$ cat config.mk
export PLATFORM = sky130hd
export DESIGN_NAME = motion_top
export DESIGN_NICKNAME = d
export VERILOG_FILES = /design/src/hw/motion_pkg.sv /design/src/hw/cmd_decoder.sv /design/src/hw/hbridge_phase.sv /design/src/hw/motion_top.sv /design/src/hw/quad_enc.sv /design/src/hw/spi_word.sv /design/src/hw/step_dda.sv
export SDC_FILE = /design/constraint.sdc
export NUM_CORES = 2
export LEC_CHECK = 0
export ABC_AREA = 1
export ABC_CLOCK_PERIOD_IN_PS = 19600
export BUFFER_PORTS_ARGS = -buffer_cell sky130_fd_sc_hd__buf_4
export CAP_MARGIN = 20
export CORE_UTILIZATION = 50
export CTS_CLUSTER_SIZE = 8
export DETAILED_ROUTE_END_ITERATION = 10
export GPL_TIMING_DRIVEN = 0
export PLACE_DENSITY = 0.61
export SLEW_MARGIN = 20
export SYNTH_ARGS = -nofsm -noshare
export SYNTH_HDL_FRONTEND = slang
export SYNTH_SLANG_ARGS = --single-unit
$ cat constraint.sdc
create_clock -name CLK -period 19.6 [get_ports CLK]
set_clock_uncertainty 0.15 [all_clocks]
set_input_delay 2.94 -clock CLK [delete_from_list [all_inputs] [get_ports CLK]]
set_output_delay 2.94 -clock CLK [all_outputs]
set_load 0.03 [all_outputs]
$ cat src/hw/motion_pkg.sv
`default_nettype none

package motion_pkg;

  // Host command codes, top byte of a header word
  localparam logic [7:0] CMD_COORDINATED_STEP = 8'h01;
  localparam logic [7:0] CMD_MOTOR_ENABLE     = 8'h0A;
  localparam logic [7:0] CMD_CLK_DIVISOR      = 8'h0B;
  localparam logic [7:0] CMD_API_VERSION      = 8'hFE;

  localparam logic [7:0] VERSION_MAJOR = 8'd0;
  localparam logic [7:0] VERSION_MINOR = 8'd3;
  localparam logic [7:0] VERSION_PATCH = 8'd1;

  // 2^63 - 101, leaves headroom below the signed limit
  localparam logic signed [63:0] STEP_THRESHOLD = 64'sh7fff_ffff_ffff_ff9b;

  // Header view of an incoming word
  typedef struct packed {
    logic [7:0]  cmd;
    logic [55:0] payload;
  } spi_hdr_t;

  // Same 64 bits read as a header or as a raw data word
  typedef union packed {
    spi_hdr_t    hdr;
    logic [63:0] data;
  } spi_word_t;

  // One queued coordinated move
  typedef struct packed {
    logic               dir;
    logic [63:0]        duration;   // In ticks, move lasts duration+1
    logic signed [63:0] increment;
    logic signed [63:0] inc_inc;
  } move_t;

endpackage

`default_nettype wire

$ cat src/hw/cmd_decoder.sv
`default_nettype none
`timescale 1ns/1ps

module cmd_decoder #(
  parameter int MOVE_DEPTH = 4
) (
  input  logic                  CLK,
  input  logic                  rst_n,
  input  motion_pkg::spi_word_t rx_word,
  input  logic                  word_valid,
  output logic [63:0]           tx_word,
  input  logic signed [63:0]    count,
  input  logic                  enc_fault,
  output motion_pkg::move_t     move_head,
  output logic                  move_avail,
  input  logic                  move_pop,
  output logic                  enable,
  output logic [7:0]            clock_divisor,
  output logic                  BUFFER_DTR
);

  localparam int PTR_W = (MOVE_DEPTH > 1) ? $clog2(MOVE_DEPTH) : 1;
  localparam int OCC_W = $clog2(MOVE_DEPTH + 1);

  motion_pkg::move_t  queue [MOVE_DEPTH];
  motion_pkg::move_t  new_move;
  logic [PTR_W-1:0]   wr_ptr;
  logic [PTR_W-1:0]   rd_ptr;
  logic [OCC_W-1:0]   occ;
  logic [2:0]         word_idx;     // 0 while waiting for a header
  logic               pend_dir;
  logic [63:0]        pend_dur;
  logic signed [63:0] pend_inc;
  logic signed [63:0] enc_snap;     // Count at the step header
  logic               fault_seen;
  logic               full;
  logic               push_req;
  logic               push;
  logic               pop;

  function automatic logic [PTR_W-1:0] ptr_inc(input logic [PTR_W-1:0] p);
    return (p == PTR_W'(MOVE_DEPTH - 1)) ? '0 : p + 1'b1;
  endfunction

  assign full       = (occ == OCC_W'(MOVE_DEPTH));
  assign move_avail = (occ != '0);
  assign push_req   = word_valid && (word_idx == 3'd3);
  assign push       = push_req && !full;   // Dropped when full
  assign pop        = move_pop && move_avail;
  assign move_head  = queue[rd_ptr];

  always_comb begin
    new_move.dir       = pend_dir;
    new_move.duration  = pend_dur;
    new_move.increment = pend_inc;
    new_move.inc_inc   = rx_word.data;     // Third data word
  end

  // Message tracking, settings and reply word
  always_ff @(posedge CLK or negedge rst_n) begin
    if (!rst_n) begin
      word_idx      <= '0;
      enable        <= 1'b0;
      clock_divisor <= 8'd40;
      tx_word       <= '0;
      fault_seen    <= 1'b0;
    end else begin
      if (enc_fault)
        fault_seen <= 1'b1;
      if (word_valid) begin
        tx_word <= '0;
        if (word_idx == 3'd0) begin
          case (rx_word.hdr.cmd)
            motion_pkg::CMD_COORDINATED_STEP: word_idx <= 3'd1;
            motion_pkg::CMD_MOTOR_ENABLE:     enable <= rx_word.hdr.payload[0];
            motion_pkg::CMD_CLK_DIVISOR:      clock_divisor <= rx_word.hdr.payload[7:0];
            motion_pkg::CMD_API_VERSION: begin
              tx_word <= {fault_seen, 39'd0, motion_pkg::VERSION_MAJOR,
                          motion_pkg::VERSION_MINOR, motion_pkg::VERSION_PATCH};
            end
            default: ;                        // Unknown header ignored
          endcase
        end else if (word_idx == 3'd3) begin
          word_idx <= '0;
        end else begin
          word_idx <= word_idx + 3'd1;
          if (word_idx == 3'd2)
            tx_word <= enc_snap;              // Goes out during word 3
        end
      end
    end
  end

  // Move assembly and queue storage
  always_ff @(posedge CLK) begin
    if (word_valid) begin
      case (word_idx)
        3'd0: begin
          if (rx_word.hdr.cmd == motion_pkg::CMD_COORDINATED_STEP) begin
            pend_dir <= rx_word.hdr.payload[0];
            enc_snap <= count;
          end
        end
        3'd1: pend_dur <= rx_word.data;
        3'd2: pend_inc <= rx_word.data;
        default: ;
      endcase
    end
    if (push)
      queue[wr_ptr] <= new_move;
  end

  always_ff @(posedge CLK or negedge rst_n) begin
    if (!rst_n) begin
      wr_ptr     <= '0;
      rd_ptr     <= '0;
      occ        <= '0;
      BUFFER_DTR <= 1'b1;
    end else begin
      if (push)
        wr_ptr <= ptr_inc(wr_ptr);
      if (pop)
        rd_ptr <= ptr_inc(rd_ptr);
      case ({push, pop})
        2'b10:   occ <= occ + 1'b1;
        2'b01:   occ <= occ - 1'b1;
        default: ;
      endcase
      BUFFER_DTR <= !full;                  // One cycle behind the queue
    end
  end

  a_no_push_full: assert property (@(posedge CLK) disable iff (!rst_n) push_req |-> !full)
    else $error("move queue full, move dropped");

  a_word_idx: assert property (@(posedge CLK) disable iff (!rst_n) word_idx <= 3'd3)
    else $error("word index out of range");

endmodule

`default_nettype wire

$ cat src/hw/hbridge_phase.sv
`default_nettype none
`timescale 1ns/1ps

module hbridge_phase (
  input  logic CLK,
  input  logic rst_n,
  input  logic step,
  input  logic dir,
  input  logic enable,
  output logic PHASE_A1,
  output logic PHASE_A2,
  output logic PHASE_B1,
  output logic PHASE_B2
);

  logic [1:0] phase_idx;
  logic [3:0] coils;    // {A1, A2, B1, B2}

  always_ff @(posedge CLK or negedge rst_n) begin
    if (!rst_n)
      phase_idx <= '0;
    else if (step)
      phase_idx <= dir ? phase_idx + 2'd1 : phase_idx - 2'd1;
  end

  // Full-step sequence AB, A'B, A'B', AB'
  always_comb begin
    case (phase_idx)
      2'd0:    coils = 4'b1010;
      2'd1:    coils = 4'b0110;
      2'd2:    coils = 4'b0101;
      default: coils = 4'b1001;
    endcase
    if (!enable)
      coils = 4'b0000;  // Bridge off, index keeps tracking
  end

  assign {PHASE_A1, PHASE_A2, PHASE_B1, PHASE_B2} = coils;

endmodule

`default_nettype wire

$ cat src/hw/motion_top.sv
`default_nettype none
`timescale 1ns/1ps

module motion_top #(
  parameter int MOVE_DEPTH = 4
) (
  input  logic CLK,
  input  logic rst_n,
  input  logic SCK,
  input  logic CS,
  input  logic COPI,
  output logic CIPO,
  input  logic ENC_A,
  input  logic ENC_B,
  output logic PHASE_A1,
  output logic PHASE_A2,
  output logic PHASE_B1,
  output logic PHASE_B2,
  output logic BUFFER_DTR,
  output logic MOVE_DONE
);

  motion_pkg::spi_word_t rx_word;
  motion_pkg::move_t     move_head;
  logic [63:0]           tx_word;
  logic                  word_valid;
  logic signed [63:0]    count;
  logic                  enc_fault;
  logic                  move_avail;
  logic                  move_pop;
  logic                  enable;
  logic [7:0]            clock_divisor;
  logic                  step;
  logic                  dir;

  spi_word u_spi (
    .CLK(CLK), .rst_n(rst_n), .SCK(SCK), .CS(CS), .COPI(COPI), .CIPO(CIPO),
    .tx_word(tx_word), .rx_word(rx_word), .word_valid(word_valid)
  );

  cmd_decoder #(.MOVE_DEPTH(MOVE_DEPTH)) u_cmd (
    .CLK(CLK), .rst_n(rst_n), .rx_word(rx_word), .word_valid(word_valid),
    .tx_word(tx_word), .count(count), .enc_fault(enc_fault),
    .move_head(move_head), .move_avail(move_avail), .move_pop(move_pop),
    .enable(enable), .clock_divisor(clock_divisor), .BUFFER_DTR(BUFFER_DTR)
  );

  step_dda u_dda (
    .CLK(CLK), .rst_n(rst_n), .move_head(move_head), .move_avail(move_avail),
    .clock_divisor(clock_divisor), .move_pop(move_pop), .step(step), .dir(dir),
    .MOVE_DONE(MOVE_DONE)
  );

  quad_enc u_enc (
    .CLK(CLK), .rst_n(rst_n), .ENC_A(ENC_A), .ENC_B(ENC_B),
    .count(count), .enc_fault(enc_fault)
  );

  hbridge_phase u_phase (
    .CLK(CLK), .rst_n(rst_n), .step(step), .dir(dir), .enable(enable),
    .PHASE_A1(PHASE_A1), .PHASE_A2(PHASE_A2), .PHASE_B1(PHASE_B1), .PHASE_B2(PHASE_B2)
  );

endmodule

`default_nettype wire

$ cat src/hw/quad_enc.sv
`default_nettype none
`timescale 1ns/1ps

module quad_enc (
  input  logic               CLK,
  input  logic               rst_n,
  input  logic               ENC_A,
  input  logic               ENC_B,
  output logic signed [63:0] count,
  output logic               enc_fault
);

  logic [1:0] a_sync;
  logic [1:0] b_sync;
  logic       a_prev;
  logic       b_prev;
  logic       a_chg;
  logic       b_chg;
  logic       up;

  assign a_chg = a_sync[1] ^ a_prev;
  assign b_chg = b_sync[1] ^ b_prev;
  // New A against old B gives the direction for either edge
  assign up    = a_sync[1] ^ b_prev;

  always_ff @(posedge CLK or negedge rst_n) begin
    if (!rst_n) begin
      a_sync    <= '0;
      b_sync    <= '0;
      a_prev    <= 1'b0;
      b_prev    <= 1'b0;
      count     <= '0;
      enc_fault <= 1'b0;
    end else begin
      a_sync    <= {a_sync[0], ENC_A};
      b_sync    <= {b_sync[0], ENC_B};
      a_prev    <= a_sync[1];
      b_prev    <= b_sync[1];
      enc_fault <= a_chg & b_chg;         // Skipped Gray state
      if (a_chg ^ b_chg) begin
        if (up)
          count <= count + 64'sd1;
        else
          count <= count - 64'sd1;
      end
    end
  end

endmodule

`default_nettype wire

$ cat src/hw/spi_word.sv
`default_nettype none
`timescale 1ns/1ps

module spi_word (
  input  logic                  CLK,
  input  logic                  rst_n,
  input  logic                  SCK,
  input  logic                  CS,
  input  logic                  COPI,
  output logic                  CIPO,
  input  logic [63:0]           tx_word,
  output motion_pkg::spi_word_t rx_word,
  output logic                  word_valid
);

  logic [2:0]  sck_q;
  logic [2:0]  cs_q;
  logic [2:0]  copi_q;
  logic        sck_rise;   // Registered edge detects
  logic        sck_fall;
  logic        cs_fall;
  logic [5:0]  bit_cnt;
  logic [63:0] rx_shift;
  logic [63:0] tx_shift;
  logic        tx_load;    // Reload reply once the decoder has updated it

  always_ff @(posedge CLK or negedge rst_n) begin
    if (!rst_n) begin
      sck_q    <= '0;
      cs_q     <= '1;
      copi_q   <= '0;
      sck_rise <= 1'b0;
      sck_fall <= 1'b0;
      cs_fall  <= 1'b0;
    end else begin
      sck_q    <= {sck_q[1:0], SCK};
      cs_q     <= {cs_q[1:0], CS};
      copi_q   <= {copi_q[1:0], COPI};
      sck_rise <= sck_q[1] & ~sck_q[2];
      sck_fall <= ~sck_q[1] & sck_q[2];
      cs_fall  <= ~cs_q[1] & cs_q[2];
    end
  end

  always_ff @(posedge CLK or negedge rst_n) begin
    if (!rst_n) begin
      bit_cnt    <= '0;
      word_valid <= 1'b0;
      tx_load    <= 1'b0;
    end else begin
      word_valid <= 1'b0;
      tx_load    <= word_valid;
      if (cs_q[2]) begin
        bit_cnt <= '0;                       // Deselected, realign to word start
      end else if (sck_rise) begin
        bit_cnt    <= bit_cnt + 6'd1;        // Wraps after 64 bits
        word_valid <= (bit_cnt == 6'd63);
      end
    end
  end

  // Shift registers, MSB first in both directions
  always_ff @(posedge CLK) begin
    if (sck_rise && !cs_q[2]) begin
      rx_shift <= {rx_shift[62:0], copi_q[2]};
      if (bit_cnt == 6'd63)
        rx_word.data <= {rx_shift[62:0], copi_q[2]};
    end
    if (cs_fall || tx_load)
      tx_shift <= tx_word;
    else if (sck_fall && bit_cnt != 6'd0)    // Hold bit 63 until first rising edge
      tx_shift <= {tx_shift[62:0], 1'b0};
  end

  assign CIPO = tx_shift[63];

endmodule

`default_nettype wire

$ cat src/hw/step_dda.sv
`default_nettype none
`timescale 1ns/1ps

module step_dda (
  input  logic              CLK,
  input  logic              rst_n,
  input  motion_pkg::move_t move_head,
  input  logic              move_avail,
  input  logic [7:0]        clock_divisor,
  output logic              move_pop,
  output logic              step,
  output logic              dir,
  output logic              MOVE_DONE
);

  logic               busy;
  logic [7:0]         prescale;     // Counts down to the next tick
  logic [63:0]        ticks_left;
  logic signed [63:0] incr;
  logic signed [63:0] inc_inc;
  logic signed [63:0] acc;          // Substep accumulator, kept across moves
  logic signed [63:0] acc_next;
  logic               tick;

  assign move_pop = !busy && move_avail;
  assign tick     = busy && (prescale == 8'd0);
  assign step     = (acc > 0);

  // Rollback and tick add can land in the same cycle
  always_comb begin
    acc_next = acc;
    if (step)
      acc_next = acc_next - motion_pkg::STEP_THRESHOLD;
    if (tick)
      acc_next = acc_next + incr;
  end

  always_ff @(posedge CLK or negedge rst_n) begin
    if (!rst_n) begin
      busy       <= 1'b0;
      prescale   <= '0;
      ticks_left <= '0;
      acc        <= '0;
      dir        <= 1'b0;
      MOVE_DONE  <= 1'b0;
    end else begin
      acc <= acc_next;
      if (move_pop) begin
        busy       <= 1'b1;
        prescale   <= clock_divisor;
        ticks_left <= move_head.duration;
        dir        <= move_head.dir;
      end else if (busy) begin
        if (tick) begin
          prescale   <= clock_divisor;
          ticks_left <= ticks_left - 64'd1;
          if (ticks_left == 64'd0) begin
            busy      <= 1'b0;            // Next move loads after this
            MOVE_DONE <= ~MOVE_DONE;
          end
        end else begin
          prescale <= prescale - 8'd1;
        end
      end
    end
  end

  always_ff @(posedge CLK) begin
    if (move_pop) begin
      incr    <= move_head.increment;
      inc_inc <= move_head.inc_inc;
    end else if (tick) begin
      incr <= incr + inc_inc;
    end
  end

  a_pop_valid: assert property (@(posedge CLK) disable iff (!rst_n) move_pop |-> move_avail)
    else $error("move popped from empty queue");

endmodule

`default_nettype wire

==> results.py <==
metrics = {
    "cts": {
        "path_clk_slew_ns": 0.06,
        "cts_made_buffers": 221,
        "post_cts_buffers": 0,
        "cts_max_level": 4,
        "cts_sinks": 1601,
        "cts_tree": "done",
        "root_buffer": "clkbuf_16",
        "cts_resized": 0,
        "clock_path_buffers": 3,
        "clock_latency_ns": 0.91,
        "holdBufCountCts": 0,
    },
    "timing": {
        "tightest_slew_ns": 1.12,
        "hold_ws_ns": 0.188,
        "relSlewSlack": 0.251,
        "layout_worst_path_cycle_share": 0.282,
        "hold_viol_final": 0,
        "setup_slack_ns": 14.07,
        "setup_viol": 0,
        "maxSlewViolCount": 0,
        "rsz0062_at_grt": "no",
        "finalSetupTns_ns": 0,
        "fin_crit_ns": 5.53,
        "timing.fmax_mhz": 181,
    },
    "floorplanning": {
        "io_pins": 14,
        "coreArea_sq_um": 157000,
        "fp.dieW_um": 400,
        "initial_utilization": 0.505,
        "die_area_sq_um": 160000,
        "rows": 145,
        "fp.dieH_um": 400,
    },
    "placed_design": {
        "place_inst": 10700,
        "dpl_cell_area_sq_um": 83500,
        "numPortBuffers": 13,
        "hpwl_um": 212000,
        "dp_slack_ns": 14.26,
        "place.gp.congestion": 0.989,
    },
    "cells_and_area": {
        "syn_to_final_growth_pct": 13.7,
        "most-common-layout-cells": "2,251 x nand2_1, 1,284 x edfxtp_1, 1,010 x nor2_1",
        "stdcell_count": 11100,
        "drive_gt1_frac": 0.0539,
        "design_area_sq_um": 90100,
        "final_common_cell": "nand2_1",
        "fin_nets": 9080,
    },
    "drt": {
        "first_pass_iters": 6,
        "drc_errors": 0,
        "vias_per_cell": 5.69,
        "post_drt_wl_per_cell_um": 24.8,
        "drt_wl_total_um": 275000,
        "vias": 63100,
        "initialDrtViolationCount": 7734,
        "ant_nets": 0,
    },
    "logic_synthesis": {
        "yosys_warnings": 0,
        "synth_ff_type": "edfxtp_1",
        "async_reset_ff_frac": 0.198,
        "synth_enable_flop_cells": 1284,
        "postSynthNetCount": 8774,
        "syn_inst": 8552,
        "syn_area_sq_um": 79200,
        "synth.avg_cell_area_sq_um": 9.26,
        "yosys_register_bits": 1601,
        "synth_cell_types": 59,
        "ys_seq_area_frac": 0.587,
    },
    "setup_path": {
        "crit_path_end": "u_dda.acc[62]",
        "worstSetupPathType": "reg -> reg",
        "worst-path-stages": 27,
        "crit_path_start_kind": "flop",
        "end_kind": "flop",
        "r2r-end": "u_dda.acc[62]",
        "cp_max_fo": 10,
        "crit_family": "simple AND/OR/NAND/NOR gates",
        "max_stage_delay_ns": 0.52,
        "setup.worst_path.start": "u_dda.acc[0]",
        "r2r_slack_ns": 14.07,
        "critPathBufInv": 4,
        "cpMaxStageDelayCell": "nor2_1",
        "cp_common_cell": "nand2_1",
        "ff2ff_path_depth": 27,
        "r2r-start": "u_dda.acc[0]",
        "critPathArrivalTime_ns": 6.07,
        "cp.required_ns": 20.14,
    },
    "global_routing": {
        "grt_pass1_vias": 58600,
        "grt_max_degree": 86,
        "grt_pass1_wl_um": 394000,
        "grtUsageTotal": 0.342,
        "overflow": 0,
        "antenna_found_initial": 14,
    },
    "pwr": {
        "power_density_nw_per_um2": 95.0,
        "p_leak_nw": 36.9,
        "ir_worst_vdd_v": 0.000117,
    },
    "flow_run": {
        "drv_cap": 0,
    },
    "worst_hold_path": {
        "hp-class": "reg -> reg",
        "min_delay_path_depth": 0,
    },
    "run_status": {
        "status": "finished, final reports clean",
    },
}
==> logic make-up after synthesis <==
group,after synthesis,synth area share
simple gates,3953,0.202
flops,1601,0.587
compound gates,1356,0.0959
buf+inv,1249,0.0606
fa+ha+maj,215,0.0343
xor+xnor,164,0.0182
mux,14,0.00193
==> layout make-up <==
type | count | area (sq um)
tap | 2058 | 2570
buffer | 253 | 1070
clock inverter | 20 | 507
sequential | 1601 | 46500
clock buffer | 366 | 6100
inverter | 996 | 3740
fill | 13800 | 66700
antenna | 5 | 12.5
timing repair buffer | 83 | 1590
multi-input combinational | 5702 | 28000
==> flip-flops by register name (all words and copies together) (netlist names), 3 cells and up <==
signal and cells:
u_dda.acc 64, u_dda.ticks_left 64, u_cmd.word_idx 3, u_cmd.clock_divisor 8, u_dda.inc_inc 64, u_cmd.enc_snap 64, u_cmd.tx_word 64, u_spi.tx_shift 64
u_enc.count 64, u_cmd.pend_dur 64, u_cmd.pend_inc 64, u_dda.incr 64, u_spi.rx_shift 63, u_spi.rx_word 64, u_spi.sck_q 3, u_spi.bit_cnt 6
u_spi.cs_q 3, u_spi.copi_q 3, u_cmd.occ 3, u_cmd.queue 772, u_dda.prescale 8
==> cells in the mapped netlist (all sizes together) (19+ instances only) <==
master     n  area [sq um]
nand2   2261          8520
a21boi    19           143
nand3b    32           240
nand4     84           526
ha       211          2640
buf       87           438
edfxtp  1284         38600
a31oi     46           288
nor3     110           588
o22ai    196          1230
xor2     113           997
clkbuf   166           623
dfrtp    311          7780
a21oi    367          1850
a221o     33           330
o21bai    43           323
nand3    406          2040
nor2    1027          3880
inv      995          3730
xnor2     51           447
o21ai    604          3030
==> per-stage QoR <==
stage,power (W),utilization
global placement,0.00499,0.522
floorplan,0.00462,-
detailed placement,0.00500,0.533
global route,0.00887,0.575
CTS,0.00858,0.575
finish,0.00856,0.575
==> how the worst min path moves through the flow <==
stage	slack (ns)	from	to
after floorplan	0.18	u_enc.a_sync[0]	u_enc.a_sync[1]
after global placement	0.18	u_spi.copi_q[1]	u_spi.copi_q[2]
after global routing	0.19	u_spi.sck_q[0]	u_spi.sck_q[1]
after CTS	0.19	u_spi.sck_q[0]	u_spi.sck_q[1]
after detailed placement	0.19	u_enc.a_sync[0]	u_enc.a_sync[1]
final	0.19	u_spi.sck_q[0]	u_spi.sck_q[1]
==> metal layers <==
layer	routed length [um]	vias to the layer above	GRT usage
li1	-	29400	-
met1	123000	30600	0.506
met2	119000	2670	0.508
met3	24600	352	0.0647
met4	7930	4	0.103
met5	29	-	0
==> where the power goes <==
| group | total (W) | internal [W] | leakage, nW | switching, W |
|---|---|---|---|---|
| sequential | 0.00384 | 0.00375 | 14.7 | 0.0000973 |
| combinational | 0.00111 | 0.000356 | 19.1 | 0.000755 |
| clock | 0.00361 | 0.00213 | 3.11 | 0.00148 |
Power figures use the tool's default switching activity.
